==> src/occ_delay_line.sv <==
module occ_delay_line #(
	parameter type payload_t = logic [7:0],
	parameter int DEPTH = 2,
	parameter payload_t RESET_VAL = '0
) (
	input  logic     Clk_32UI,
	input  logic     reset_BWT_extend,
	input  logic     stall_i,
	input  payload_t d_i,
	output payload_t q_o
);

	payload_t stage_q [DEPTH]; // stage 0 is the input end

	always_ff @(posedge Clk_32UI) begin
		if (!reset_BWT_extend) begin
			for (int i = 0; i < DEPTH; i++) begin
				stage_q[i] <= RESET_VAL; // slots drain as empty entries
			end
		end else if (!stall_i) begin
			stage_q[0] <= d_i;
			for (int i = 1; i < DEPTH; i++) begin
				stage_q[i] <= stage_q[i-1];
			end
		end
	end

	assign q_o = stage_q[DEPTH-1];

endmodule

==> config.mk <==
export PLATFORM = sky130hd
export DESIGN_NAME = occ_delay_line
export DESIGN_NICKNAME = d
export VERILOG_FILES = /design/src/occ_delay_line.sv
export SDC_FILE = /design/constraint.sdc
export NUM_CORES = 1
export LEC_CHECK = 0
export ABC_AREA = 1
export BUFFER_PORTS_ARGS = -buffer_cell sky130_fd_sc_hd__buf_4
export CAP_MARGIN = 10
export CORE_MARGIN = 2
export CORE_UTILIZATION = 35
export CTS_BUF_LIST = sky130_fd_sc_hd__clkbuf_16
export DETAILED_ROUTE_END_ITERATION = 6
export SKIP_LAST_GASP = 1
export SLEW_MARGIN = 20
export SYNTH_ARGS = -nofsm -noshare
export SYNTH_HDL_FRONTEND = slang
export SYNTH_SLANG_ARGS = --single-unit
==> constraint.sdc <==
create_clock -name Clk_32UI -period 1.56 [get_ports Clk_32UI]
set_input_delay 0.312 -clock Clk_32UI [delete_from_list [all_inputs] [get_ports Clk_32UI]]
set_output_delay 0.312 -clock Clk_32UI [all_outputs]
set_load 0.01 [all_outputs]
==> run metrics <==
die height 49.38 um; Worst Max-Slew Pin Slew 238.9 ps; drt first pass iters 2; beginning of the worst hold path d_i[2]; max_slew headroom around 84%; Cell Chain, Critical Path buf_4; register area slightly below 500 um2; combinational share of power under 10%; Final period util 68.38%; hpwl dp 548.3 um; total power draw 1.086 mW; synth unique cells 9; Post-Route Skew 1.541 ps; # DRC 0; syn_area_per_cell between 10 and 15 um2; WP buf/inv 1; Core ar. 0.001942 mm2; critical path arrival around 750 ps; Critical Path Source Type register; Final Max Tran Viols 0; WHS Endpoint stage_q[0][2]; CTS tree done; cts bufs inserted 3; Crit path required time about 1300 ps; most frequent cells in the layout buf_4, inv_1, edfxtp_1; Top Registers stage_q: 16 flops; Fin Hold WS between 300 and 400 ps; reg-to-reg startpoint stage_q[0][6]; WL final 805 um; Sw Share roughly 18%; Root Buffer clkbuf_16; critical-path maximum fanout 1; number of global-route vias before repair 348; initial antenna violation count 0; min cycle time layout approximately 1100 ps; global-route wire length before repair roughly 1.4 mm; via count 361; Worst path max stage delay 360 ps; R2R Path End stage_q[0][14]; PD cells 1201 mW/mm2; Max Cap Viol 0; die width between 40 and 50 um; Flop pwr share 47.3%; # clock sinks 16; PortBufs 18; count of hold-fix buffers inserted at cts 0; Slowest-stage cell, CP edfxtp_1; r2r setup slk 830 ps; Seq cells post-synth 16; post-cts gate resize count 0; Synth top area share between 60% and 70%; Setup Buffers After CTS 0; NetSw 0.1979 mW; post-synth top area cell edfxtp_1; Iteration-0 DRC Markers 1; max reg flops 16; initial core utilization roughly 37%; Via density 3.574; Layout Nets 86; RSZ-0062 raised after global routing no; syn_nets 71; HP Class in2reg; Remaining Overflow, GRT 0; clk slew on worst S/H paths 50 ps; area delta synth->final 25.52%; status finished, final reports clean; Biggest register stage_q; Post-DRT Antenna Nets 0; mapped cell area 720.7 um2; Synth Instances 60; largest net degree at the start of global routing 17; Final Hold Fails 0; num ports 19; WL/cell 7.970 um; Final Util 46.59%; H-tree depth 1; register area share after synthesis 66.67%; Crit path max-delay family flip-flops; clock tree buffer depth 2; Die Footprint 0.002438 mm2; proportion of layout cells with a drive suffix above 1 44.59%; final-layout fill cell count between 150 and 200; Area contributors post-synth edfxtp_1, inv_1, buf_4; routability-driven placement congestion ratio 0.5678; Final WS setup 493.2 ps; Total GRT Usage between 8 and 9%; most common cell after layout, fill and taps aside buf_4; f_max 937.4 MHz; ANT cells 0; Internal just under 0.9 mW; area taken by multi-input logic gates between 100 and 150 um2; Worst Setup End Kind primary output; WS Path Type reg2out; leak pwr 0.4218 nW; cell count of the worst reg-to-reg path 2; DP Worst Slack 530.8 ps; Setup TNS 0 ps; yosys warns 0; Clk pwr share 44.7%; Worst Hold Depth 3; Site Rows 16; clock latency at the later pin of the worst-skew pair roughly 240 ps; Final setup viols 0; maximum VDD drop 557.5 uV
power groups by stage:
stage / Sequential (mW) / Combinational, mW / Clock, mW
floorplan: 0.520 / 0.0622 / 0
global placement: 0.521 / 0.0862 / 0
detailed placement: 0.523 / 0.0876 / 0
CTS: 0.515 / 0.0884 / 0.487
global route: 0.518 / 0.0966 / 0.510
finish: 0.514 / 0.0867 / 0.485
stage by stage:
step | area (um2) | std cells
global route | 904.6 | 101
finish | 904.6 | 101
global placement | 825.8 | 97
floorplan | 720.7 | 60
CTS | 904.6 | 101
detailed placement | 825.8 | 97
worst max path at each step:
stage                                start             to  slack (ps)  cells after the start
after floorplan                    stall_i  stage_q[0][0]         520                      1
after global placement    reset_BWT_extend  stage_q[0][2]         540                      3
after detailed placement  reset_BWT_extend  stage_q[0][0]         530                      3
after CTS                    stage_q[0][9]         q_o[1]         480                      1
after global routing         stage_q[0][8]         q_o[0]         460                      1
final                       stage_q[0][14]         q_o[6]         490                      1
cell families (layout without fill, tap and decap cells):
logic type / Yosys count / in the layout / share of synthesized area [%]
AND/OR/NAND/NOR: 18 / 18 / 14.58
flip-flops: 16 / 16 / 66.67
buffers and inverters: 26 / 40 / 18.75
area by class of cell:
cell class                      instances  area share [%]
Multi-Input combinational cell         18           11.62
Tap cell                               27           3.734
Timing Repair Buffer                   19           15.77
Sequential cell                        16           53.11
Clock buffer                            3           8.299
Inverter                               17           7.054
Clock inverter                          1          0.4149
synth_stat cells:
cell type  instances
nand2_4            1
nand2_1            1
nor2_1             6
nor2_2             9
edfxtp_1          16
nor2_4             1
buf_6              1
buf_4              8
inv_1             17
routing by layer:
metal	track usage, %	vias up	wire, um
met4	9.722	0	26
li1	-	199	-
met5	0	-	0
met3	2.761	2	54
met1	8.448	147	336
met2	12.16	13	387
(Power assumes the default switching activity.)
