==> src/bwt_params.svh <==
`ifndef BWT_PARAMS_SVH
`define BWT_PARAMS_SVH

// --------------------------------------------------
// read and queue geometry
// --------------------------------------------------
`define BWT_LEN             101 // read length in bases
`define BWT_READ_NUM_WIDTH  8
`define BWT_PTR_WIDTH       7   // curr queue pointer and forward position
`define BWT_QUERY_WIDTH     8
`define BWT_WORD_WIDTH      64  // one interval field

// occurrence engine sits outside, only its latency is kept here
`define BWT_OCC_LATENCY     13

// --------------------------------------------------
// dram line addressing
// --------------------------------------------------
`define BWT_ADDR_WIDTH      32
`define BWT_LINE_LO         7
`define BWT_LINE_HI         34

// --------------------------------------------------
// status codes
// --------------------------------------------------
`define BWT_STATUS_WIDTH    6
`define BWT_ST_INIT         6'd0
`define BWT_ST_RUN          6'd1
`define BWT_ST_BREAK        6'd2
`define BWT_ST_BCK_INI      6'd4  // hand-off code to backward search
`define BWT_ST_BUBBLE       6'd48 // empty pipeline slot

`endif

==> src/bwt_types_pkg.sv <==
`include "bwt_params.svh"

package bwt_types_pkg;

	// search state of one read
	typedef logic [`BWT_STATUS_WIDTH-1:0] status_t;

	typedef logic [`BWT_WORD_WIDTH-1:0] word_t;

	// --------------------------------------------------
	// bi-interval as used by the FM-index search
	// --------------------------------------------------
	typedef struct packed {
		word_t x0; // forward start
		word_t x1; // reverse start
		word_t x2; // interval size
	} interval_t;

	// interval plus its info word, which holds the end position
	typedef struct packed {
		interval_t intv;
		word_t     info;
	} ik_t;

	// ok[0..3], one candidate per base
	typedef interval_t [3:0] cand_set_t;

endpackage

==> src/pipe_pkg.sv <==
`include "bwt_params.svh"

package pipe_pkg;

	// --------------------------------------------------
	// request record travelling down the pipeline
	// --------------------------------------------------
	typedef struct packed {
		bwt_types_pkg::status_t              status;
		logic [`BWT_QUERY_WIDTH-1:0]         query;    // current query base
		logic [`BWT_PTR_WIDTH-1:0]           ptr_curr; // next free curr queue slot
		logic [`BWT_READ_NUM_WIDTH-1:0]      read_num;
		bwt_types_pkg::ik_t                  ik;
		logic [`BWT_PTR_WIDTH-1:0]           forward_i;
		logic [`BWT_PTR_WIDTH-1:0]           min_intv;
	} fwd_req_t;

	// write port of the current-interval queue
	typedef struct packed {
		logic                                we;
		logic [`BWT_READ_NUM_WIDTH-1:0]      read_num;
		logic [`BWT_PTR_WIDTH-1:0]           addr;
		logic [4*`BWT_WORD_WIDTH-1:0]        data; // info, x2, x1, x0
	} curr_wr_t;

	// end of forward search for one read
	typedef struct packed {
		logic                                valid;
		logic [`BWT_READ_NUM_WIDTH-1:0]      read_num;
		logic [`BWT_PTR_WIDTH-1:0]           ret;
	} ret_t;

	// decide -> update
	typedef struct packed {
		fwd_req_t                            req;
		logic                                update; // take the selected candidate
	} upd_ctl_t;

	// line requests for the next occurrence lookup
	typedef struct packed {
		logic                                valid;
		logic [`BWT_ADDR_WIDTH-1:0]          addr_k;
		logic [`BWT_ADDR_WIDTH-1:0]          addr_l;
	} dram_req_t;

	localparam fwd_req_t BUBBLE_REQ = '{
		status:    `BWT_ST_BUBBLE,
		query:     '0,
		ptr_curr:  '0,
		read_num:  '0,
		ik:        '0,
		forward_i: '0,
		min_intv:  '0
	};

endpackage

==> src/extend_update_stage.sv <==
`include "bwt_params.svh"

module extend_update_stage (
	input  logic                     Clk_32UI,
	input  logic                     reset_BWT_extend,
	input  logic                     stall_i,
	input  pipe_pkg::upd_ctl_t       upd_i,
	input  bwt_types_pkg::cand_set_t cand_i,
	output pipe_pkg::fwd_req_t       req_o,
	output bwt_types_pkg::word_t     k_o,
	output bwt_types_pkg::word_t     l_o,
	output bwt_types_pkg::word_t     k_dec_o,
	output bwt_types_pkg::word_t     l_dec_o
);

	logic [1:0]               sel_idx;
	bwt_types_pkg::interval_t sel;
	pipe_pkg::fwd_req_t       req_n;
	bwt_types_pkg::word_t     k_n;
	bwt_types_pkg::word_t     l_n;

	assign sel_idx = 2'd3 - upd_i.req.query[1:0];
	assign sel     = cand_i[sel_idx];

	// --------------------------------------------------
	// ik = ok[c], ik.info = i + 1, i++
	// --------------------------------------------------
	always_comb begin
		req_n = upd_i.req;
		if (upd_i.req.status == `BWT_ST_RUN && upd_i.update) begin
			req_n.ik.intv  = sel;
			req_n.ik.info  = bwt_types_pkg::word_t'(upd_i.req.forward_i) + 1'b1;
			req_n.forward_i = upd_i.req.forward_i + 1'b1;
		end
	end

	// k and l of the next lookup, taken from the resulting interval
	assign k_n = req_n.ik.intv.x1 - 1'b1;
	assign l_n = k_n + req_n.ik.intv.x2;

	always_ff @(posedge Clk_32UI) begin
		if (!reset_BWT_extend) begin
			req_o <= pipe_pkg::BUBBLE_REQ;
		end else if (!stall_i) begin
			req_o <= req_n;
		end
	end

	// decremented forms are ready so the next stage only picks one
	always_ff @(posedge Clk_32UI) begin
		if (!stall_i) begin
			k_o     <= k_n;
			l_o     <= l_n;
			k_dec_o <= k_n - 1'b1;
			l_dec_o <= l_n - 1'b1;
		end
	end

endmodule

==> config.mk <==
export PLATFORM = sky130hd
export DESIGN_NAME = extend_update_stage
export DESIGN_NICKNAME = d
export VERILOG_FILES = /design/src/bwt_types_pkg.sv /design/src/pipe_pkg.sv /design/src/extend_update_stage.sv
export VERILOG_INCLUDE_DIRS = /design/src /design/src/src
export SDC_FILE = /design/constraint.sdc
export NUM_CORES = 1
export LEC_CHECK = 0
export BUFFER_PORTS_ARGS = -buffer_cell sky130_fd_sc_hd__buf_2
export CAP_MARGIN = 30
export CORE_AREA = 10 10 628 630
export CTS_CLUSTER_DIAMETER = 30
export DETAILED_ROUTE_END_ITERATION = 8
export DIE_AREA = 0 0 638 640
export GPL_TIMING_DRIVEN = 1
export SLEW_MARGIN = 5
export SYNTH_ARGS = -nofsm -noshare
export SYNTH_HDL_FRONTEND = slang
export SYNTH_SLANG_ARGS = --single-unit
==> constraint.sdc <==
create_clock -name Clk_32UI -period 13.1 [get_ports Clk_32UI]
set_input_delay 2.62 -clock Clk_32UI [delete_from_list [all_inputs] [get_ports Clk_32UI]]
set_output_delay 2.62 -clock Clk_32UI [all_outputs]
set_load 0.005 [all_outputs]
==> results.py <==
metrics = {
    "run_status": {
        "status": "completed",
    },
    "synth": {
        "ys_ff_latch": 555,
        "syn_area_per_cell_um2": 9.33,
        "yosysUniqueCellTypes": 92,
        "yosysSeqAreaShare": 0.392,
        "synthCells": 3737,
        "synthFlopType": "dfxtp_1",
        "yosysWarnings": 0,
        "syn-cell-area_mm2": 0.0349,
        "syn-num-nets": 4878,
        "synth-edff-count": 256,
        "async_flop_share": 0,
    },
    "finish": {
        "nNetsFinal": 6584,
        "finalNonFillerCells": 10800,
        "area_growth_pct": 61.3,
        "final_layout_size_suffix_gt1_frac": 0.407,
        "fill_cells": 43600,
    },
    "timing": {
        "hold_viol_final": 0,
        "timing.final.crit_period_ns": 11.14,
        "rsz0062_at_grt": "false",
        "finalClockSkew_ns": 0,
        "clock.fmax_mhz": 89.7,
        "setup_tns_ns": 0,
        "whs_ns": 0.460,
        "worstMarginPinSlew_ns": 1.16,
        "finalSetupViolCount": 0,
        "slew_viol_final": 0,
        "max_slew_margin": 0.218,
        "post-route-period-util": 0.851,
    },
    "clock_network": {
        "ctsLongestPathBuffers": 4,
        "holdBufCountCts": 0,
        "cts_tree": "done",
        "cts_resized": 0,
        "htree_levels": 4,
        "clk_pin_slew_ns": 0.05,
        "cts_root_buf": "clkbuf_16",
        "clkLatencyLatePin_ns": 0.85,
        "clock-sinks": 555,
        "numCtsBuffers": 191,
        "postCtsSetupBuffers": 0,
    },
    "worst_setup_path": {
        "cp_max_fo": 37,
        "cp.arrival_ns": 11.73,
        "cp_slowest_cell": "or4b_2",
        "max_stage_delay_ns": 1.00,
        "crit_type": "in -> reg",
        "crit_path_end_kind": "flip-flop",
        "cp-start-kind": "input port",
        "cp_top_family": "simple AND/OR/NAND/NOR gates",
        "crit_buf_inv": 2,
        "cp_cell_sequence": "buf_2 > or4b_2 > buf_4 > or4_1 > a222oi_1 > nand2_1 > or2_2 > nor4_1 > nor2_1 > ha_1 > a21oi_1 > o221ai_1 > a221oi_1 > o21a_1 > o211ai_1 > a31oi_1 > xnor2_1 > or4_1 > nor4_1 > xor2_1",
        "worstPathRequired_ns": 13.69,
    },
    "global_route": {
        "grt_overflow": 0,
        "grt_pass1_wl_mm": 442,
        "grtUsageTotal": 0.167,
        "antenna_found_initial": 262,
        "grt_pass1_vias": 38800,
        "grt_max_degree": 169,
    },
    "floorplanning": {
        "core-area_mm2": 0.381,
        "die_y_um": 640,
        "std_cell_rows": 227,
        "io_pins": 1626,
        "start_util": 0.0914,
        "dieWidth_um": 638,
        "dieArea_mm2": 0.408,
    },
    "power_and_ir_drop": {
        "power.leakage_uw": 0.0231,
        "p_sw_uw": 2480,
        "combPwrFrac": 0.187,
        "p_int_uw": 5740,
        "sw_frac_of_total": 0.301,
        "vdd_drop_max_mv": 0.103,
        "p_seq_frac": 0.253,
        "clkPwrFrac": 0.560,
        "power.density_mw_per_mm2": 146,
    },
    "drt": {
        "drc_errors": 0,
        "drt_iter0_drc": 3398,
        "dr.pass1.iters": 6,
        "ant_nets": 0,
        "drt-total-wl_mm": 359,
        "avgRoutedWirePerCell_um": 33.4,
        "dr_total_vias": 39400,
        "routed_via_density": 3.66,
    },
    "placement": {
        "routabilityCongestion": 0.964,
        "dp.cells": 10300,
        "port_buffers": 1625,
        "hpwl_mm": 318,
    },
    "worst_hold_path": {
        "holdCritPathClass": "reg -> reg",
    },
    "flow_run": {
        "drv_cap": 0,
    },
}
==> synthesized netlist by cell type (37+ instances only) <==
library cell | number | area share
nor4_1 | 37 | 0.0066
nor3_1 | 68 | 0.0098
nor2b_1 | 68 | 0.012
edfxtp_1 | 256 | 0.22
o21ai_0 | 161 | 0.023
xnor2_1 | 117 | 0.029
mux4_2 | 178 | 0.11
a21boi_0 | 68 | 0.015
clkbuf_1 | 186 | 0.020
inv_1 | 49 | 0.0053
nor2_1 | 286 | 0.031
mux2i_1 | 87 | 0.025
xor2_1 | 102 | 0.026
a21oi_1 | 299 | 0.043
ha_1 | 69 | 0.025
or4_1 | 44 | 0.0095
a21o_1 | 38 | 0.0082
nand2_1 | 760 | 0.082
buf_1 | 41 | 0.0044
and2_1 | 88 | 0.016
dfxtp_1 | 299 | 0.17
==> cells by family after synthesis <==
logic type,count (synthesis),share of synthesized area
and+or+nand+nor,1571,0.212
muxes,282,0.151
DFF,555,0.392
AOI/OAI and AO/OA,745,0.130
xor gates and xnor gates,219,0.0550
buffers and inverters,295,0.0341
adders and majority gates,70,0.0253
==> sequential cells by signal (all words and copies together), names as in the netlist <==
signal   flops
req_o      299
k_dec_o     64
k_o         64
l_dec_o     64
l_o         64
==> metal layers <==
layer	track usage	part of all wire
met1	0.187	0.38
met2	0.275	0.46
met3	0.0804	0.12
met4	0.0576	0.045
met5	0	0.0022
==> per-stage QoR <==
| step | instance area [um2] | util | total power, uW | setup WS, ns |
|---|---|---|---|---|
| after floorplan | 34900 | - | 2730 | 1.45 |
| after global placement | 49400 | 0.129 | 3670 | 0.924 |
| final | 56200 | 0.147 | 8220 | 1.96 |
| after detailed placement | 49500 | 0.130 | 3680 | 0.999 |
| after CTS | 55900 | 0.147 | 8360 | 1.94 |
| after global routing | 56100 | 0.147 | 8560 | 1.61 |
==> layout by cell type, fill, tap and decap left out, types with 20 or more instances in the layout <==
master / netlist / final
xnor2_1: 117 / 116
and2_1: 88 / 88
nand3_1: 33 / 33
a211oi_1: 20 / 20
ha_1: 69 / 69
nor2b_1: 68 / 68
dfxtp_1: 299 / 299
diode_2: 0 / 122
edfxtp_1: 256 / 256
a21o_1: 38 / 38
mux2i_1: 87 / 81
nand4_1: 30 / 30
or4_1: 44 / 44
clkbuf_16: 0 / 193
buf_2: 6 / 1626
clkbuf_1: 186 / 41
clkinv_2: 0 / 23
nor2_1: 286 / 285
nand2_1: 760 / 759
a21boi_0: 68 / 68
xor2_1: 102 / 102
a21oi_1: 299 / 299
inv_1: 49 / 48
clkbuf_8: 0 / 38
mux4_2: 178 / 178
buf_4: 5 / 120
nor3_1: 68 / 68
o21ai_0: 161 / 161
or3_1: 31 / 31
nor4_1: 37 / 37
==> worst paths after layout <==
| check | startpoint | to | slack (ns) | cells past startpoint |
|---|---|---|---|---|
| worst min register to register | req_o[203]$_SDFFE_PN0N_ | req_o[203]$_SDFFE_PN0N_ | 0.46 | 2 |
| worst max register to register | req_o[144]$_SDFFE_PN0N_ | req_o[144]$_SDFFE_PN0N_ | 12.26 | 2 |
| worst max-delay path | upd_i[295] | l_dec_o[63]$_DFFE_PN_ | 1.96 | 20 |
| worst min-delay path | req_o[203]$_SDFFE_PN0N_ | req_o[203]$_SDFFE_PN0N_ | 0.46 | 2 |
==> final cells by class <==
class                      instances  area [um2]  share of cell area
inverter                          51         204             0.00363
antenna                          122         305             0.00543
tap                             5038        6300               0.112
clock buffer                     271        5490              0.0977
sequential                       555       13700               0.243
multi-input combinational       2887       20100               0.357
timing repair buffer            1757        9220               0.164
clock inverter                    79         965              0.0172
==> worst reg2reg max path, delay by kind of cell, from the launching register on <==
family          cells  cell delay, ns
simple gates        1            0.06
compound gates      1            0.29
flops               1            0.38
==> power groups by stage <==
| stage | combinational, uW | clock, uW | sequential (uW) |
|---|---|---|---|
| final | 1540 | 4600 | 2080 |
| after global routing | 1670 | 4800 | 2090 |
| after CTS | 1580 | 4700 | 2080 |
| after detailed placement | 1570 | 0 | 2100 |
| after global placement | 1570 | 0 | 2100 |
| after floorplan | 613 | 0 | 2120 |
Power figures use the tool's default switching activity.
