File: src/bwt_params.svh
`ifndef BWT_PARAMS_SVH
`define BWT_PARAMS_SVH

// --------------------------------------------------
// read and queue geometry
// --------------------------------------------------
`define BWT_LEN             101 // read length in bases
`define BWT_READ_NUM_WIDTH  8
`define BWT_PTR_WIDTH       7   // curr queue pointer and forward position
`define BWT_QUERY_WIDTH     8
`define BWT_WORD_WIDTH      64  // one interval field

// occurrence engine sits outside, only its latency is kept here
`define BWT_OCC_LATENCY     13

// --------------------------------------------------
// dram line addressing
// --------------------------------------------------
`define BWT_ADDR_WIDTH      32
`define BWT_LINE_LO         7
`define BWT_LINE_HI         34

// --------------------------------------------------
// status codes
// --------------------------------------------------
`define BWT_STATUS_WIDTH    6
`define BWT_ST_INIT         6'd0
`define BWT_ST_RUN          6'd1
`define BWT_ST_BREAK        6'd2
`define BWT_ST_BCK_INI      6'd4  // hand-off code to backward search
`define BWT_ST_BUBBLE       6'd48 // empty pipeline slot

`endif

File: src/bwt_types_pkg.sv
`include "bwt_params.svh"

package bwt_types_pkg;

	// search state of one read
	typedef logic [`BWT_STATUS_WIDTH-1:0] status_t;

	typedef logic [`BWT_WORD_WIDTH-1:0] word_t;

	// --------------------------------------------------
	// bi-interval as used by the FM-index search
	// --------------------------------------------------
	typedef struct packed {
		word_t x0; // forward start
		word_t x1; // reverse start
		word_t x2; // interval size
	} interval_t;

	// interval plus its info word, which holds the end position
	typedef struct packed {
		interval_t intv;
		word_t     info;
	} ik_t;

	// ok[0..3], one candidate per base
	typedef interval_t [3:0] cand_set_t;

endpackage

File: src/pipe_pkg.sv
`include "bwt_params.svh"

package pipe_pkg;

	// --------------------------------------------------
	// request record travelling down the pipeline
	// --------------------------------------------------
	typedef struct packed {
		bwt_types_pkg::status_t              status;
		logic [`BWT_QUERY_WIDTH-1:0]         query;    // current query base
		logic [`BWT_PTR_WIDTH-1:0]           ptr_curr; // next free curr queue slot
		logic [`BWT_READ_NUM_WIDTH-1:0]      read_num;
		bwt_types_pkg::ik_t                  ik;
		logic [`BWT_PTR_WIDTH-1:0]           forward_i;
		logic [`BWT_PTR_WIDTH-1:0]           min_intv;
	} fwd_req_t;

	// write port of the current-interval queue
	typedef struct packed {
		logic                                we;
		logic [`BWT_READ_NUM_WIDTH-1:0]      read_num;
		logic [`BWT_PTR_WIDTH-1:0]           addr;
		logic [4*`BWT_WORD_WIDTH-1:0]        data; // info, x2, x1, x0
	} curr_wr_t;

	// end of forward search for one read
	typedef struct packed {
		logic                                valid;
		logic [`BWT_READ_NUM_WIDTH-1:0]      read_num;
		logic [`BWT_PTR_WIDTH-1:0]           ret;
	} ret_t;

	// decide -> update
	typedef struct packed {
		fwd_req_t                            req;
		logic                                update; // take the selected candidate
	} upd_ctl_t;

	// line requests for the next occurrence lookup
	typedef struct packed {
		logic                                valid;
		logic [`BWT_ADDR_WIDTH-1:0]          addr_k;
		logic [`BWT_ADDR_WIDTH-1:0]          addr_l;
	} dram_req_t;

	localparam fwd_req_t BUBBLE_REQ = '{
		status:    `BWT_ST_BUBBLE,
		query:     '0,
		ptr_curr:  '0,
		read_num:  '0,
		ik:        '0,
		forward_i: '0,
		min_intv:  '0
	};

endpackage

File: src/mem_request_stage.sv
`include "bwt_params.svh"

module mem_request_stage (
	input  logic                 Clk_32UI,
	input  logic                 reset_BWT_extend,
	input  logic                 stall_i,
	input  pipe_pkg::fwd_req_t   req_i,
	input  bwt_types_pkg::word_t k_i,
	input  bwt_types_pkg::word_t l_i,
	input  bwt_types_pkg::word_t k_dec_i,
	input  bwt_types_pkg::word_t l_dec_i,
	input  bwt_types_pkg::word_t primary_i,
	output pipe_pkg::dram_req_t  dram_o,
	output pipe_pkg::fwd_req_t   next_req_o
);

	localparam int LINE_BITS = `BWT_LINE_HI - `BWT_LINE_LO + 1;
	localparam int PAD_BITS  = `BWT_ADDR_WIDTH - LINE_BITS;

	bwt_types_pkg::word_t k_corr;
	bwt_types_pkg::word_t l_corr;
	logic                 issue;

	function automatic logic [`BWT_ADDR_WIDTH-1:0] line_addr(input bwt_types_pkg::word_t v);
		return {v[`BWT_LINE_HI:`BWT_LINE_LO], {PAD_BITS{1'b0}}};
	endfunction

	// the primary row is not stored in the bwt
	assign k_corr = (k_i >= primary_i) ? k_dec_i : k_i;
	assign l_corr = (l_i >= primary_i) ? l_dec_i : l_i;
	assign issue  = req_i.status == `BWT_ST_INIT || req_i.status == `BWT_ST_RUN;

	always_ff @(posedge Clk_32UI) begin
		if (!reset_BWT_extend) begin
			dram_o     <= '0;
			next_req_o <= pipe_pkg::BUBBLE_REQ;
		end else if (!stall_i) begin
			dram_o.valid  <= issue; // no lookup after break
			dram_o.addr_k <= issue ? line_addr(k_corr) : '0;
			dram_o.addr_l <= issue ? line_addr(l_corr) : '0;
			next_req_o    <= req_i;
			if (req_i.status == `BWT_ST_INIT) begin
				next_req_o.status <= `BWT_ST_RUN; // first lookup issued
			end
		end
	end

endmodule

File: config.mk
export PLATFORM = sky130hd
export DESIGN_NAME = mem_request_stage
export DESIGN_NICKNAME = d
export VERILOG_FILES = /design/src/bwt_types_pkg.sv /design/src/pipe_pkg.sv /design/src/mem_request_stage.sv
export VERILOG_INCLUDE_DIRS = /design/src /design/src/src
export SDC_FILE = /design/constraint.sdc
export NUM_CORES = 1
export LEC_CHECK = 0
export BUFFER_PORTS_ARGS = -buffer_cell sky130_fd_sc_hd__buf_2
export CAP_MARGIN = 20
export CORE_AREA = 4 4 382 384
export CTS_CLUSTER_SIZE = 14
export DETAILED_ROUTE_END_ITERATION = 7
export DIE_AREA = 0 0 386 388
export GPL_TIMING_DRIVEN = 1
export PLACE_DENSITY = 0.39
export SLEW_MARGIN = 30
export SYNTH_ARGS = -nofsm -noshare
export SYNTH_HDL_FRONTEND = slang
export SYNTH_SLANG_ARGS = --single-unit
File: constraint.sdc
create_clock -name Clk_32UI -period 4.8 [get_ports Clk_32UI]
set_input_delay 0.24 -clock Clk_32UI [delete_from_list [all_inputs] [get_ports Clk_32UI]]
set_output_delay 0.24 -clock Clk_32UI [all_outputs]
set_load 0.01 [all_outputs]
==> out/metrics.json, run 1 <==
{
  "synthMostInstantiatedCell": {"value": "dfxtp_1"},
  "cts_tree": {"value": "built"},
  "grt_pass1_wl": {"value": 137500, "unit": "um"},
  "dp_hpwl": {"value": 82390, "unit": "um"},
  "timing.critical_path.depth": {"value": 13},
  "die_area": {"value": 149800, "unit": "sq um"},
  "worst_setup_path_end_kind": {"value": "flop"},
  "drv_slew": {"value": 0},
  "yosys.area.top_type_share": {"value": 0.4425},
  "ys_seq_elements": {"value": 356},
  "route.final.wire_length": {"value": 102200, "unit": "um"},
  "worst_ep_arrival_time": {"value": 4.31, "unit": "ns"},
  "tightestPinTransition": {"value": 0.9166, "unit": "ns"},
  "post_layout_min_period": {"value": 3.801, "unit": "ns"},
  "post_route_cells_drive_above_1_share": {"value": 0.3380},
  "final-setup-viol-count": {"value": 0},
  "power_frac_comb": {"value": 0.180},
  "worstPathBufferInverterCount": {"value": 5},
  "drt-wirelength-per-cell": {"value": 20.71, "unit": "um"},
  "worst_path_max_delay_cell": {"value": "dlygate4sd3_1"},
  "p_per_area": {"value": 302.1, "unit": "nW/um^2"},
  "unrepaired_setup_endpoints_after_global_routing": {"value": "false"},
  "syn_inst": {"value": 1697},
  "post_cts_hold_buffer_count": {"value": 404},
  "globalplace.congestion": {"value": 0.7751},
  "clk_path_buf_depth": {"value": 3},
  "port-buffer-count": {"value": 905},
  "maxCapViolations": {"value": 0},
  "grt_antenna_before_repair": {"value": 51},
  "reg2reg_to": {"value": "dram_o[37]$_SDFFE_PN0N_"},
  "synth_top_cell_by_area": {"value": "dfxtp_1"},
  "final_cell_area": {"value": 28630, "unit": "sq um"},
  "detailed_place.area": {"value": 22820, "unit": "sq um"},
  "min_path_type": {"value": "input pin to flop"},
  "beginning_of_the_worst_register_to_register_path": {"value": "dram_o[37]$_SDFFE_PN0N_"},
  "cts.sinks": {"value": 356},
  "netSwitchingPower": {"value": 0.002508, "unit": "W"},
  "ctsResizeCount": {"value": 0},
  "power.switching_fraction": {"value": 0.2900},
  "die_y": {"value": 388, "unit": "um"},
  "setup_total_negative_slack": {"value": 0, "unit": "ns"},
  "power.ir.vdd_worst": {"value": 0.0002542, "unit": "V"},
  "yosysSeqAreaShare": {"value": 0.4425},
  "numPlacedInstances": {"value": 4416},
  "x_dimension_of_the_die": {"value": 386, "unit": "um"},
  "drt_pre_antenna_iters": {"value": 5},
  "drcViolationCount": {"value": 0},
  "io-pin-count": {"value": 986},
  "timing.hold.ws": {"value": 0.05592, "unit": "ns"},
  "seqPwrFrac": {"value": 0.368},
  "first_global_vias": {"value": 18260},
  "detailedRoute.firstIterationViolations": {"value": 568},
  "maxSlewHeadroom": {"value": 0.3890},
  "placement.setup.worst_slack": {"value": 1.305, "unit": "ns"},
  "clock_insertion_delay_worst_skew": {"value": 0.61, "unit": "ns"},
  "netlist_area": {"value": 16110, "unit": "sq um"},
  "grt_max_degree": {"value": 139},
  "holdPathEnd": {"value": "dram_o[51]$_SDFFE_PN0N_"},
  "final_antenna_net_count": {"value": 0},
  "avgViaCountPerCell": {"value": 3.530},
  "core_area": {"value": 142800, "unit": "sq um"},
  "grt_overflow": {"value": 0},
  "result_of_the_run": {"value": "finished clean"},
  "setup.reg_to_reg.worst_slack": {"value": 3.36, "unit": "ns"},
  "worst_hold_path.num_cells": {"value": 2},
  "post_cts_clock_slew_at_the_launch_and_capture_registers_of_the_worst_setup_and_hold_paths": {"value": 0.06, "unit": "ns"},
  "critPathTopFamily": {"value": "buffers and inverters"},
  "timing.critical_path.from_type": {"value": "input pin"},
  "worst_ep_required_time": {"value": 5.30, "unit": "ns"},
  "netlist-cell-type-count": {"value": 40},
  "postSynth.topFlopCell": {"value": "dfxtp_1"},
  "finalClockSkew": {"value": 0, "unit": "ns"},
  "synth_edf_count": {"value": 0},
  "floorplan.rows": {"value": 139},
  "groute.usage.overall": {"value": 0.1298},
  "route.vias.total": {"value": 17430},
  "fin_ws": {"value": 0.9985, "unit": "ns"},
  "achievable-frequency": {"value": 263.1, "unit": "MHz"},
  "initial_utilization": {"value": 0.1128},
  "cts_htree_levels": {"value": 2},
  "leakage_component_of_the_power": {"value": 14.15, "unit": "nW"},
  "clock-root-buffer": {"value": "clkbuf_16"},
  "cts.repair_timing.setup_buffer_count": {"value": 0},
  "synthTopCellsByCount": {"value": "dfxtp_1, nor2_1, mux2i_1, ha_1, nand2_1"},
  "synth_async_sr_flop_share": {"value": 0},
  "min-delay-start": {"value": "k_i[22]"},
  "min_period_over_period": {"value": 0.7920},
  "post_synth_main_area_contributors": {"value": "dfxtp_1, mux2i_1, ha_1"},
  "synth_warnings": {"value": 0},
  "worst-r2r-cell-count": {"value": 3},
  "cp_max_fo": {"value": 18},
  "cts_made_buffers": {"value": 50},
  "intPower": {"value": 0.006140, "unit": "W"},
  "mean_cell_area_of_the_mapped_netlist": {"value": 9.491, "unit": "sq um"},
  "area.growth.synth_to_final": {"value": 77.74, "unit": "%"},
  "share_clk_of_total_power": {"value": 0.452},
  "timing.critical_path.cells": {"value": "dlygate4sd3_1 > buf_2 > ha_1 > and4_1 > and2_1 > or4b_1 > a31oi_1 > buf_4 > o21bai_4 > and2_2 > buf_4 > a311o_1 > dlygate4sd3_1"},
  "layout.nets": {"value": 3719},
  "crit_path_max_incr_delay": {"value": 0.55, "unit": "ns"},
  "final_hold_viol_count": {"value": 0},
  "timing.setup.critical_path_class": {"value": "input pin to flop"},
  "fin_cells": {"value": 4936}
}
[power groups by stage]
stage / registers (W) / logic [W] / clock network (W)
final: 0.00318 / 0.00156 / 0.00391
after CTS: 0.00318 / 0.00161 / 0.00414
after detailed placement: 0.00325 / 0.00134 / 0
after global routing: 0.00320 / 0.00173 / 0.00422
after floorplan: 0.00332 / 0.000534 / 0
after global placement: 0.00324 / 0.00133 / 0
[area by class of cell]
| cell class | instances | area [sq um] |
|---|---|---|
| Fill cell | 16070 | 114200 |
| Timing Repair Buffer | 1330 | 8791 |
| Multi-Input combinational cell | 1160 | 8292 |
| Sequential cell | 356 | 7127 |
| Tap cell | 1903 | 2381 |
| Clock buffer | 70 | 1436 |
| Inverter | 71 | 274.0 |
| Clock inverter | 22 | 267.8 |
| Antenna cell | 24 | 60.06 |
[registers in the layout, summed over array words and instances, names as in the netlist]
register    flops
dram_o         57
next_req_o    299
[worst register-to-register path, stage by stage, from the launching register on]
cell and delay [ns]:
dfxtp_1 0.31, and3_1 0.16, a311o_1 0.31, dlygate4sd3_1 0.55
[cell usage in the layout (no fill, tap or decap), types with 6 or more instances in the layout]
cell | Yosys | final
o211ai_1 | 28 | 28
conb_1 | 1 | 8
nor2_1 | 306 | 305
dlygate4sd3_1 | 0 | 404
ha_1 | 128 | 128
diode_2 | 0 | 24
and3_1 | 28 | 28
clkbuf_16 | 0 | 50
clkbuf_8 | 0 | 11
a311o_1 | 28 | 28
o21ai_0 | 21 | 20
a21o_1 | 6 | 6
mux2i_1 | 299 | 299
nand2_1 | 120 | 120
a21oi_1 | 80 | 80
clkbuf_1 | 74 | 9
buf_2 | 11 | 904
clkinv_2 | 0 | 7
inv_1 | 71 | 70
o2111ai_1 | 28 | 28
buf_4 | 9 | 17
nand3_1 | 12 | 12
dfxtp_1 | 356 | 356
nand4_1 | 21 | 21
[worst max-delay path by stage]
stage	startpoint	slack, ns	end
CTS	k_i[26]	0.90	dram_o[41]$_SDFFE_PN0N_
finish	k_i[14]	1.0	dram_o[39]$_SDFFE_PN0N_
global route	k_i[14]	0.76	dram_o[39]$_SDFFE_PN0N_
detailed placement	k_i[14]	1.30	dram_o[43]$_SDFFE_PN0N_
global placement	k_i[19]	1.31	dram_o[50]$_SDFFE_PN0N_
floorplan	primary_i[13]	2.42	dram_o[43]$_SDFFE_PN0N_
[cells by family (layout without fill, tap and decap cells)]
| kind of cell | Yosys count | count (layout) | synth area share |
|---|---|---|---|
| AND/OR/NAND/NOR | 510 | 510 | 0.1315 |
| adder cells (fa/ha/maj) | 128 | 128 | 0.09943 |
| buffers and inverters | 188 | 1493 | 0.04816 |
| other | 1 | 32 | 0.0002328 |
| multiplexers | 299 | 299 | 0.1858 |
| flip-flops | 356 | 356 | 0.4425 |
| AO/OA/AOI/OAI | 215 | 215 | 0.09236 |
[layer usage]
layer	part of all wire	routed length [um]	global-route usage
met5	0.00032	33	0
met1	0.38	38490	0.1389
met3	0.12	11760	0.06288
met4	0.026	2687	0.03275
met2	0.48	49270	0.2274
[per-stage QoR]
step / total power (W) / util
after CTS: 0.008933 / 0.2001
after detailed placement: 0.004585 / 0.1598
after global routing: 0.009153 / 0.2003
after global placement: 0.004576 / 0.1598
after floorplan: 0.003849 / -
final: 0.008648 / 0.2005
No activity file was read; power rests on OpenSTA's default activity.
==> run 2: changes to the inputs <==
Settings changed: ABC_AREA set to 1, CORE_AREA 4 4 382 384 to 4 4 381 383, DIE_AREA 0 0 386 388 to 0 0 385 387.
Clock period 4.8 ns to 3.7 ns, I/O delays scaled along.
==> run 2 against run 1 <==
The flow now finishes with violations (negative hold slack). First-iteration DRC count grew 40%. Synthesized area grew 4.7%. Sequential power grew 31%. Critical path depth grew 1.
==> out/metrics.json, run 2 <==
{
  "cts_tree": {"value": "built"},
  "timing.hold.ws": {"value": -0.01680, "unit": "ns"},
  "leading_registers_by_flop_count": {"value": "next_req_o: 299 flops, dram_o: 57 flops"},
  "maxSlewHeadroom": {"value": 0.3633},
  "achievable-frequency": {"value": 354.2, "unit": "MHz"},
  "synth_async_sr_flop_share": {"value": 0},
  "setup.reg_to_reg.worst_slack": {"value": 2.90, "unit": "ns"},
  "drt-wirelength-per-cell": {"value": 17.36, "unit": "um"},
  "final-setup-viol-count": {"value": 0},
  "timing.critical_path.cells": {"value": "buf_2 > inv_1 > ha_1 > a21oi_1 > o21ai_1 > a21oi_1 > nand2_1 > a21oi_4 > nand2_2 > buf_4 > nand2_1 > nand3_1 > dlygate4sd3_1 > a21oi_1"},
  "yosys.area.top_type_share": {"value": 0.4225},
  "timing.critical_path.to": {"value": "dram_o[28]$_SDFFE_PN0N_"},
  "failed_checks": {"value": "negative hold slack"},
  "finalClockSkew": {"value": 0, "unit": "ns"},
  "synth_warnings": {"value": 0},
  "floorplan.rows": {"value": 138},
  "min_path_type": {"value": "input pin to flop"},
  "worst_setup_path_end_kind": {"value": "flop"},
  "final_antenna_net_count": {"value": 0},
  "worst_ep_arrival_time": {"value": 3.36, "unit": "ns"},
  "area.growth.synth_to_final": {"value": 71.87, "unit": "%"},
  "postSynth.topFlopCell": {"value": "dfxtp_1"},
  "post_cts_clock_slew_at_the_launch_and_capture_registers_of_the_worst_setup_and_hold_paths": {"value": 0.05, "unit": "ns"},
  "min_period_over_period": {"value": 0.7630},
  "port-buffer-count": {"value": 905},
  "die_y": {"value": 387, "unit": "um"},
  "globalplace.congestion": {"value": 0.8298},
  "post_layout_min_period": {"value": 2.823, "unit": "ns"},
  "placement.setup.worst_slack": {"value": 0.6828, "unit": "ns"},
  "layout.nets": {"value": 4310},
  "setup_total_negative_slack": {"value": 0, "unit": "ns"},
  "grt_antenna_before_repair": {"value": 22},
  "top_register_by_number_of_flip_flops": {"value": "next_req_o"},
  "route.final.wire_length": {"value": 95330, "unit": "um"},
  "worst-r2r-cell-count": {"value": 2},
  "synth_top_cell_by_area": {"value": "dfxtp_1"},
  "layout_commonest_cell": {"value": "buf_2"},
  "power.ir.vdd_worst": {"value": 0.0003095, "unit": "V"},
  "yosysSeqAreaShare": {"value": 0.4225},
  "crit_path_max_incr_delay": {"value": 0.78, "unit": "ns"},
  "fin_ws": {"value": 0.8768, "unit": "ns"},
  "leakage_component_of_the_power": {"value": 14.08, "unit": "nW"},
  "groute.usage.overall": {"value": 0.1218},
  "post_route_cells_drive_above_1_share": {"value": 0.3114},
  "initial_utilization": {"value": 0.1193},
  "startpoint": {"value": "primary_i[43]"},
  "cts.sinks": {"value": 356},
  "synthMostInstantiatedCell": {"value": "nor2_1"},
  "x_dimension_of_the_die": {"value": 385, "unit": "um"},
  "post_synth_main_area_contributors": {"value": "dfxtp_1, nor2_1, ha_1"},
  "fillerInstances": {"value": 16060},
  "clock-root-buffer": {"value": "clkbuf_16"},
  "multi_input_area": {"value": 8330, "unit": "sq um"},
  "max_ffs_per_register": {"value": 299},
  "netlist-cell-type-count": {"value": 33},
  "avgViaCountPerCell": {"value": 3.579},
  "syn_inst": {"value": 2307},
  "io-pin-count": {"value": 986},
  "p_per_area": {"value": 378.1, "unit": "nW/um^2"},
  "grt_max_degree": {"value": 94},
  "result_of_the_run": {"value": "complete, but fails checks"},
  "first_global_vias": {"value": 19650},
  "final_hold_viol_count": {"value": 1},
  "reg2reg_to": {"value": "dram_o[52]$_SDFFE_PN0N_"},
  "worst_path_max_delay_cell": {"value": "a21oi_4"},
  "unrepaired_setup_endpoints_after_global_routing": {"value": "false"},
  "drv_slew": {"value": 0},
  "grt_pass1_wl": {"value": 134200, "unit": "um"},
  "clk_path_buf_depth": {"value": 3},
  "route.vias.total": {"value": 19660},
  "beginning_of_the_worst_register_to_register_path": {"value": "dram_o[52]$_SDFFE_PN0N_"},
  "die_area": {"value": 149000, "unit": "sq um"},
  "netlist_area": {"value": 16870, "unit": "sq um"},
  "synthTopCellsByCount": {"value": "nor2_1, dfxtp_1, o21ai_0, nand2_1, inv_1"},
  "cts_made_buffers": {"value": 47},
  "crit_path_frequent_cell": {"value": "a21oi_1"},
  "cts.repair_timing.setup_buffer_count": {"value": 0},
  "maxCapViolations": {"value": 0},
  "worst_ep_required_time": {"value": 4.24, "unit": "ns"},
  "grt_overflow": {"value": 0},
  "mean_cell_area_of_the_mapped_netlist": {"value": 7.312, "unit": "sq um"},
  "clock_insertion_delay_worst_skew": {"value": 0.59, "unit": "ns"},
  "tightestPinTransition": {"value": 0.9529, "unit": "ns"},
  "drt_pre_antenna_iters": {"value": 5},
  "core_area": {"value": 141400, "unit": "sq um"},
  "cp_max_fo": {"value": 19},
  "final-seq-area": {"value": 7127, "unit": "sq um"},
  "dp_hpwl": {"value": 75930, "unit": "um"},
  "most-common-layout-cells": {"value": "buf_2, nor2_1, dlygate4sd3_1"},
  "drcViolationCount": {"value": 0},
  "ys_seq_elements": {"value": 356},
  "cts_htree_levels": {"value": 2},
  "timing.critical_path.from_type": {"value": "input pin"},
  "detailedRoute.firstIterationViolations": {"value": 794},
  "synth_edf_count": {"value": 0},
  "timing.setup.critical_path_class": {"value": "input pin to flop"}
}
[run 2: cell types whose count changed in the layout (fill, tap and decap cells not counted), sizes merged, moves of 108 or more]
cell and change:
o21ai +288, nand3 +108, nor2 +327, nand2 +147
mux2i -299, inv +134
[run 2: worst min-delay path by stage]
stage | startpoint | to | slack [ns] | depth (start not counted)
after CTS | k_i[14] | dram_o[43]$_SDFFE_PN0N_ | 0.003 | 5
final | req_i[96] | next_req_o[96]$_SDFFE_PN0N_ | -0.02 | 3
after detailed placement | req_i[104] | next_req_o[104]$_SDFFE_PN0N_ | 0.43 | 3
after global routing | req_i[96] | next_req_o[96]$_SDFFE_PN0N_ | 0.02 | 3
after floorplan | req_i[297] | next_req_o[297]$_SDFFE_PN1N_ | 0.30 | 2
after global placement | req_i[237] | next_req_o[237]$_SDFFE_PN0N_ | 0.42 | 3
[run 2: timing repair]
item / 4_1_cts / 5_1_grt
gates resized for setup: 0 / 0
hold buffers: 384 / 0
hold endpoints to repair: 341 / 0
[run 2: final cells by class]
| type | count | area share |
|---|---|---|
| antenna | 8 | 0.0006905 |
| timing repair buffer | 1338 | 0.3047 |
| clock inverter | 14 | 0.006214 |
| sequential | 356 | 0.2458 |
| multi-input combinational | 1606 | 0.2873 |
| clock buffer | 68 | 0.04605 |
| inverter | 211 | 0.02762 |
| tap | 1890 | 0.08156 |
[run 2: logic make-up after synthesis]
kind of cell,after synthesis,share of synthesized area
buffers and inverters,352,0.08649
DFF,356,0.4225
and+or+nand+nor,1035,0.2583
AOI/OAI and AO/OA,435,0.1375
other,1,0.0002223
adders and majority gates,128,0.09494
[run 2: worst max-delay path: cells and delay by family]
family	cells	cell delay, ns
buf+inv	4	1.11
simple gates	4	0.46
compound gates	5	1.27
fa+ha+maj	1	0.30
[run 2: per-stage QoR]
stage            util  cell area (sq um)  hold WS, ns  total power (W)  cells
2_1_floorplan       -              16900       0.2982         0.005163   2314
3_3_place_gp   0.1670              23610       0.4173         0.006148   5017
3_5_place_dp   0.1670              23610       0.4262         0.006164   5017
4_1_cts        0.2049              28970     0.002700          0.01122   5483
5_1_grt        0.2049              28980      0.01755          0.01157   5484
6_report       0.2050              28990     -0.01680          0.01096   5491
[run 2: metal layers]
metal,wire length [um],up-vias,part of all wire,GRT usage
li1,-,9867,-,-
met1,40030,8953,0.42,0.1443
met2,45360,711,0.48,0.2131
met3,7091,114,0.074,0.03235
met4,2791,10,0.029,0.03748
met5,57,-,0.00060,0
[run 2: power by group]
group          total, W  switching (W)  internal [W]  leakage, nW
Combinational   0.00218        0.00123      0.000956         10.4
Sequential      0.00417       0.000109       0.00407         2.95
Clock           0.00460        0.00195       0.00265        0.736
==> run 3: changes to the inputs <==
Clock period 3.7 ns to 2.6 ns, I/O delays scaled along.
==> run 3 against run 2 <==
The flow still finishes with violations (negative hold slack). Sequential cell count unchanged. Die area unchanged. Setup slack got worse by 0.69 ns. Non-clock buffer count increased by 30. Critical endpoint is now dram_o[6]$_SDFFE_PN0N_. Highest routed layer unchanged.
==> out/metrics.json, run 3 (synthesis gave the netlist of run 2 again) <==
{
  "result_of_the_run": {"value": "complete, but fails checks"},
  "failed_checks": {"value": "negative hold slack"},
  "dp_hpwl": {"value": 76640, "unit": "um"},
  "share_clk_of_total_power": {"value": 0.430},
  "min_period_over_period": {"value": 0.9296},
  "worst_setup_path_end_kind": {"value": "flop"},
  "post_cts_clock_slew_at_the_launch_and_capture_registers_of_the_worst_setup_and_hold_paths": {"value": 0.06, "unit": "ns"},
  "grt_overflow": {"value": 0},
  "power_frac_comb": {"value": 0.199},
  "final-setup-viol-count": {"value": 0},
  "clock-root-buffer": {"value": "clkbuf_16"},
  "die_y": {"value": 387, "unit": "um"},
  "cts_made_buffers": {"value": 49},
  "timing.setup.critical_path_class": {"value": "input pin to flop"},
  "power.ir.vdd_worst": {"value": 0.0004631, "unit": "V"},
  "tightestPinTransition": {"value": 0.8768, "unit": "ns"},
  "route.final.wire_length": {"value": 96190, "unit": "um"},
  "fin_ws": {"value": 0.1829, "unit": "ns"},
  "final_hold_viol_count": {"value": 1},
  "leakage_component_of_the_power": {"value": 14.27, "unit": "nW"},
  "maxCapViolations": {"value": 0},
  "maxSlewHeadroom": {"value": 0.4093},
  "setup_total_negative_slack": {"value": 0, "unit": "ns"},
  "post_route_cells_drive_above_1_share": {"value": 0.3116},
  "drv_slew": {"value": 0},
  "first_global_vias": {"value": 20090},
  "post_layout_min_period": {"value": 2.417, "unit": "ns"},
  "netSwitchingPower": {"value": 0.004731, "unit": "W"},
  "drt-wirelength-per-cell": {"value": 17.40, "unit": "um"},
  "grt_pass1_wl": {"value": 135800, "unit": "um"},
  "cts.repair_timing.setup_buffer_count": {"value": 0},
  "cts_htree_levels": {"value": 2},
  "initial_utilization": {"value": 0.1193},
  "power.switching_fraction": {"value": 0.2959},
  "route.vias.total": {"value": 19880},
  "max_ffs_per_register": {"value": 299},
  "final_antenna_net_count": {"value": 0},
  "floorplan.rows": {"value": 138},
  "drt_pre_antenna_iters": {"value": 5},
  "intPower": {"value": 0.01126, "unit": "W"},
  "detailedRoute.firstIterationViolations": {"value": 801},
  "x_dimension_of_the_die": {"value": 385, "unit": "um"},
  "worst_ep_arrival_time": {"value": 2.91, "unit": "ns"},
  "grt_max_degree": {"value": 99},
  "cts.sinks": {"value": 356},
  "clock_insertion_delay_worst_skew": {"value": 0.61, "unit": "ns"},
  "groute.usage.overall": {"value": 0.1229},
  "avgViaCountPerCell": {"value": 3.595},
  "clk_path_buf_depth": {"value": 3},
  "drcViolationCount": {"value": 0},
  "seqPwrFrac": {"value": 0.372},
  "p_per_area": {"value": 541.2, "unit": "nW/um^2"},
  "io-pin-count": {"value": 986},
  "top_register_by_number_of_flip_flops": {"value": "next_req_o"},
  "leading_registers_by_flop_count": {"value": "next_req_o: 299 flops, dram_o: 57 flops"},
  "area.growth.synth_to_final": {"value": 75.13, "unit": "%"},
  "core_area": {"value": 141400, "unit": "sq um"},
  "placement.setup.worst_slack": {"value": 0.06528, "unit": "ns"},
  "timing.hold.ws": {"value": -0.01030, "unit": "ns"},
  "timing.critical_path.from_type": {"value": "input pin"},
  "finalClockSkew": {"value": 0, "unit": "ns"},
  "cp_max_fo": {"value": 17},
  "layout.nets": {"value": 4342},
  "grt_antenna_before_repair": {"value": 31},
  "port-buffer-count": {"value": 905},
  "most-common-layout-cells": {"value": "buf_2, nor2_1, dlygate4sd3_1"},
  "worst_ep_required_time": {"value": 3.09, "unit": "ns"},
  "globalplace.congestion": {"value": 0.8269},
  "die_area": {"value": 149000, "unit": "sq um"},
  "layout_commonest_cell": {"value": "buf_2"},
  "unrepaired_setup_endpoints_after_global_routing": {"value": "false"},
  "min_path_type": {"value": "input pin to flop"},
  "cts_tree": {"value": "built"},
  "achievable-frequency": {"value": 413.7, "unit": "MHz"}
}
-- run 3: cell types whose count changed in the layout (fill, tap and decap cells not counted), sizes merged --
cell         previous run  this run
clkinvlp                2         1
clkbuf                 69        73
dlygate4sd3           384       410
clkinv                 13        12
inv                   208       209
buf                   953       957
diode                   8        13
-- run 3: layout make-up --
class | instances | area [sq um]
clock inverters | 13 | 190.2
diodes | 13 | 32.53
fillers | 15980 | 111900
flip-flops and latches | 356 | 7127
well taps | 1890 | 2365
multi-input cells | 1606 | 8334
repair buffers | 1368 | 9250
clock buffers | 72 | 1443
inverters | 211 | 800.8
-- run 3: through the flow --
step / power (W) / cell area [sq um] / utilization / hold slack [ns] / instances
floorplan: 0.007347 / 16900 / - / 0.2432 / 2314
global placement: 0.008818 / 23770 / 0.1681 / 0.3619 / 5021
detailed placement: 0.008833 / 23770 / 0.1681 / 0.3706 / 5021
CTS: 0.01639 / 29510 / 0.2087 / 0.01351 / 5516
global route: 0.01687 / 29520 / 0.2087 / 0.04530 / 5520
finish: 0.01599 / 29540 / 0.2089 / -0.01030 / 5529
-- run 3: worst max-delay path: stages --
cell	delay [ns]
buf_2	0.10
inv_1	0.15
ha_1	0.29
a21oi_2	0.27
o21ai_0	0.14
buf_4	0.14
a21oi_1	0.12
buf_4	0.14
nand2_1	0.05
nor2_1	0.08
nand2_1	0.07
nand2_2	0.08
buf_4	0.28
nand3_1	0.15
nand3_1	0.11
dlygate4sd3_1	0.56
a21oi_1	0.06
-- run 3: path summary, 6_finish.rpt --
path | startpoint | to | slack [ns] | depth (start not counted)
worst min register to register | dram_o[20]$_SDFFE_PN0N_ | dram_o[20]$_SDFFE_PN0N_ | 0.46 | 2
worst max register to register | dram_o[52]$_SDFFE_PN0N_ | dram_o[52]$_SDFFE_PN0N_ | 1.78 | 2
worst min-delay path | req_i[79] | next_req_o[79]$_SDFFE_PN0N_ | -0.01 | 3
worst max-delay path | primary_i[29] | dram_o[6]$_SDFFE_PN0N_ | 0.18 | 17
-- run 3: power groups by stage --
stage	Combinational (W)	Sequential, W	Clock (W)
after floorplan	0.00113	0.00621	0
after global placement	0.00277	0.00605	0
after detailed placement	0.00277	0.00606	0
after CTS	0.00325	0.00594	0.00720
after global routing	0.00354	0.00598	0.00734
final	0.00317	0.00594	0.00687
-- run 3: what timing repair did --
| item | CTS | global route |
|---|---|---|
| setup endpoints to repair | 0 | 4 |
| hold buffers | 410 | 0 |
| endpoints found under the hold margin | 354 | 0 |
| gates resized for setup | 0 | 1 |
-- run 3: routing by layer --
metal / track usage / part of all wire / wire length, um / vias to the layer above
met3: 0.04037 / 0.088 / 8425 / 165
met5: 0 / 0.0014 / 137 / -
met2: 0.2087 / 0.47 / 44790 / 753
met1: 0.1421 / 0.41 / 39090 / 8993
li1: - / - / - / 9942
met4: 0.04828 / 0.039 / 3747 / 24
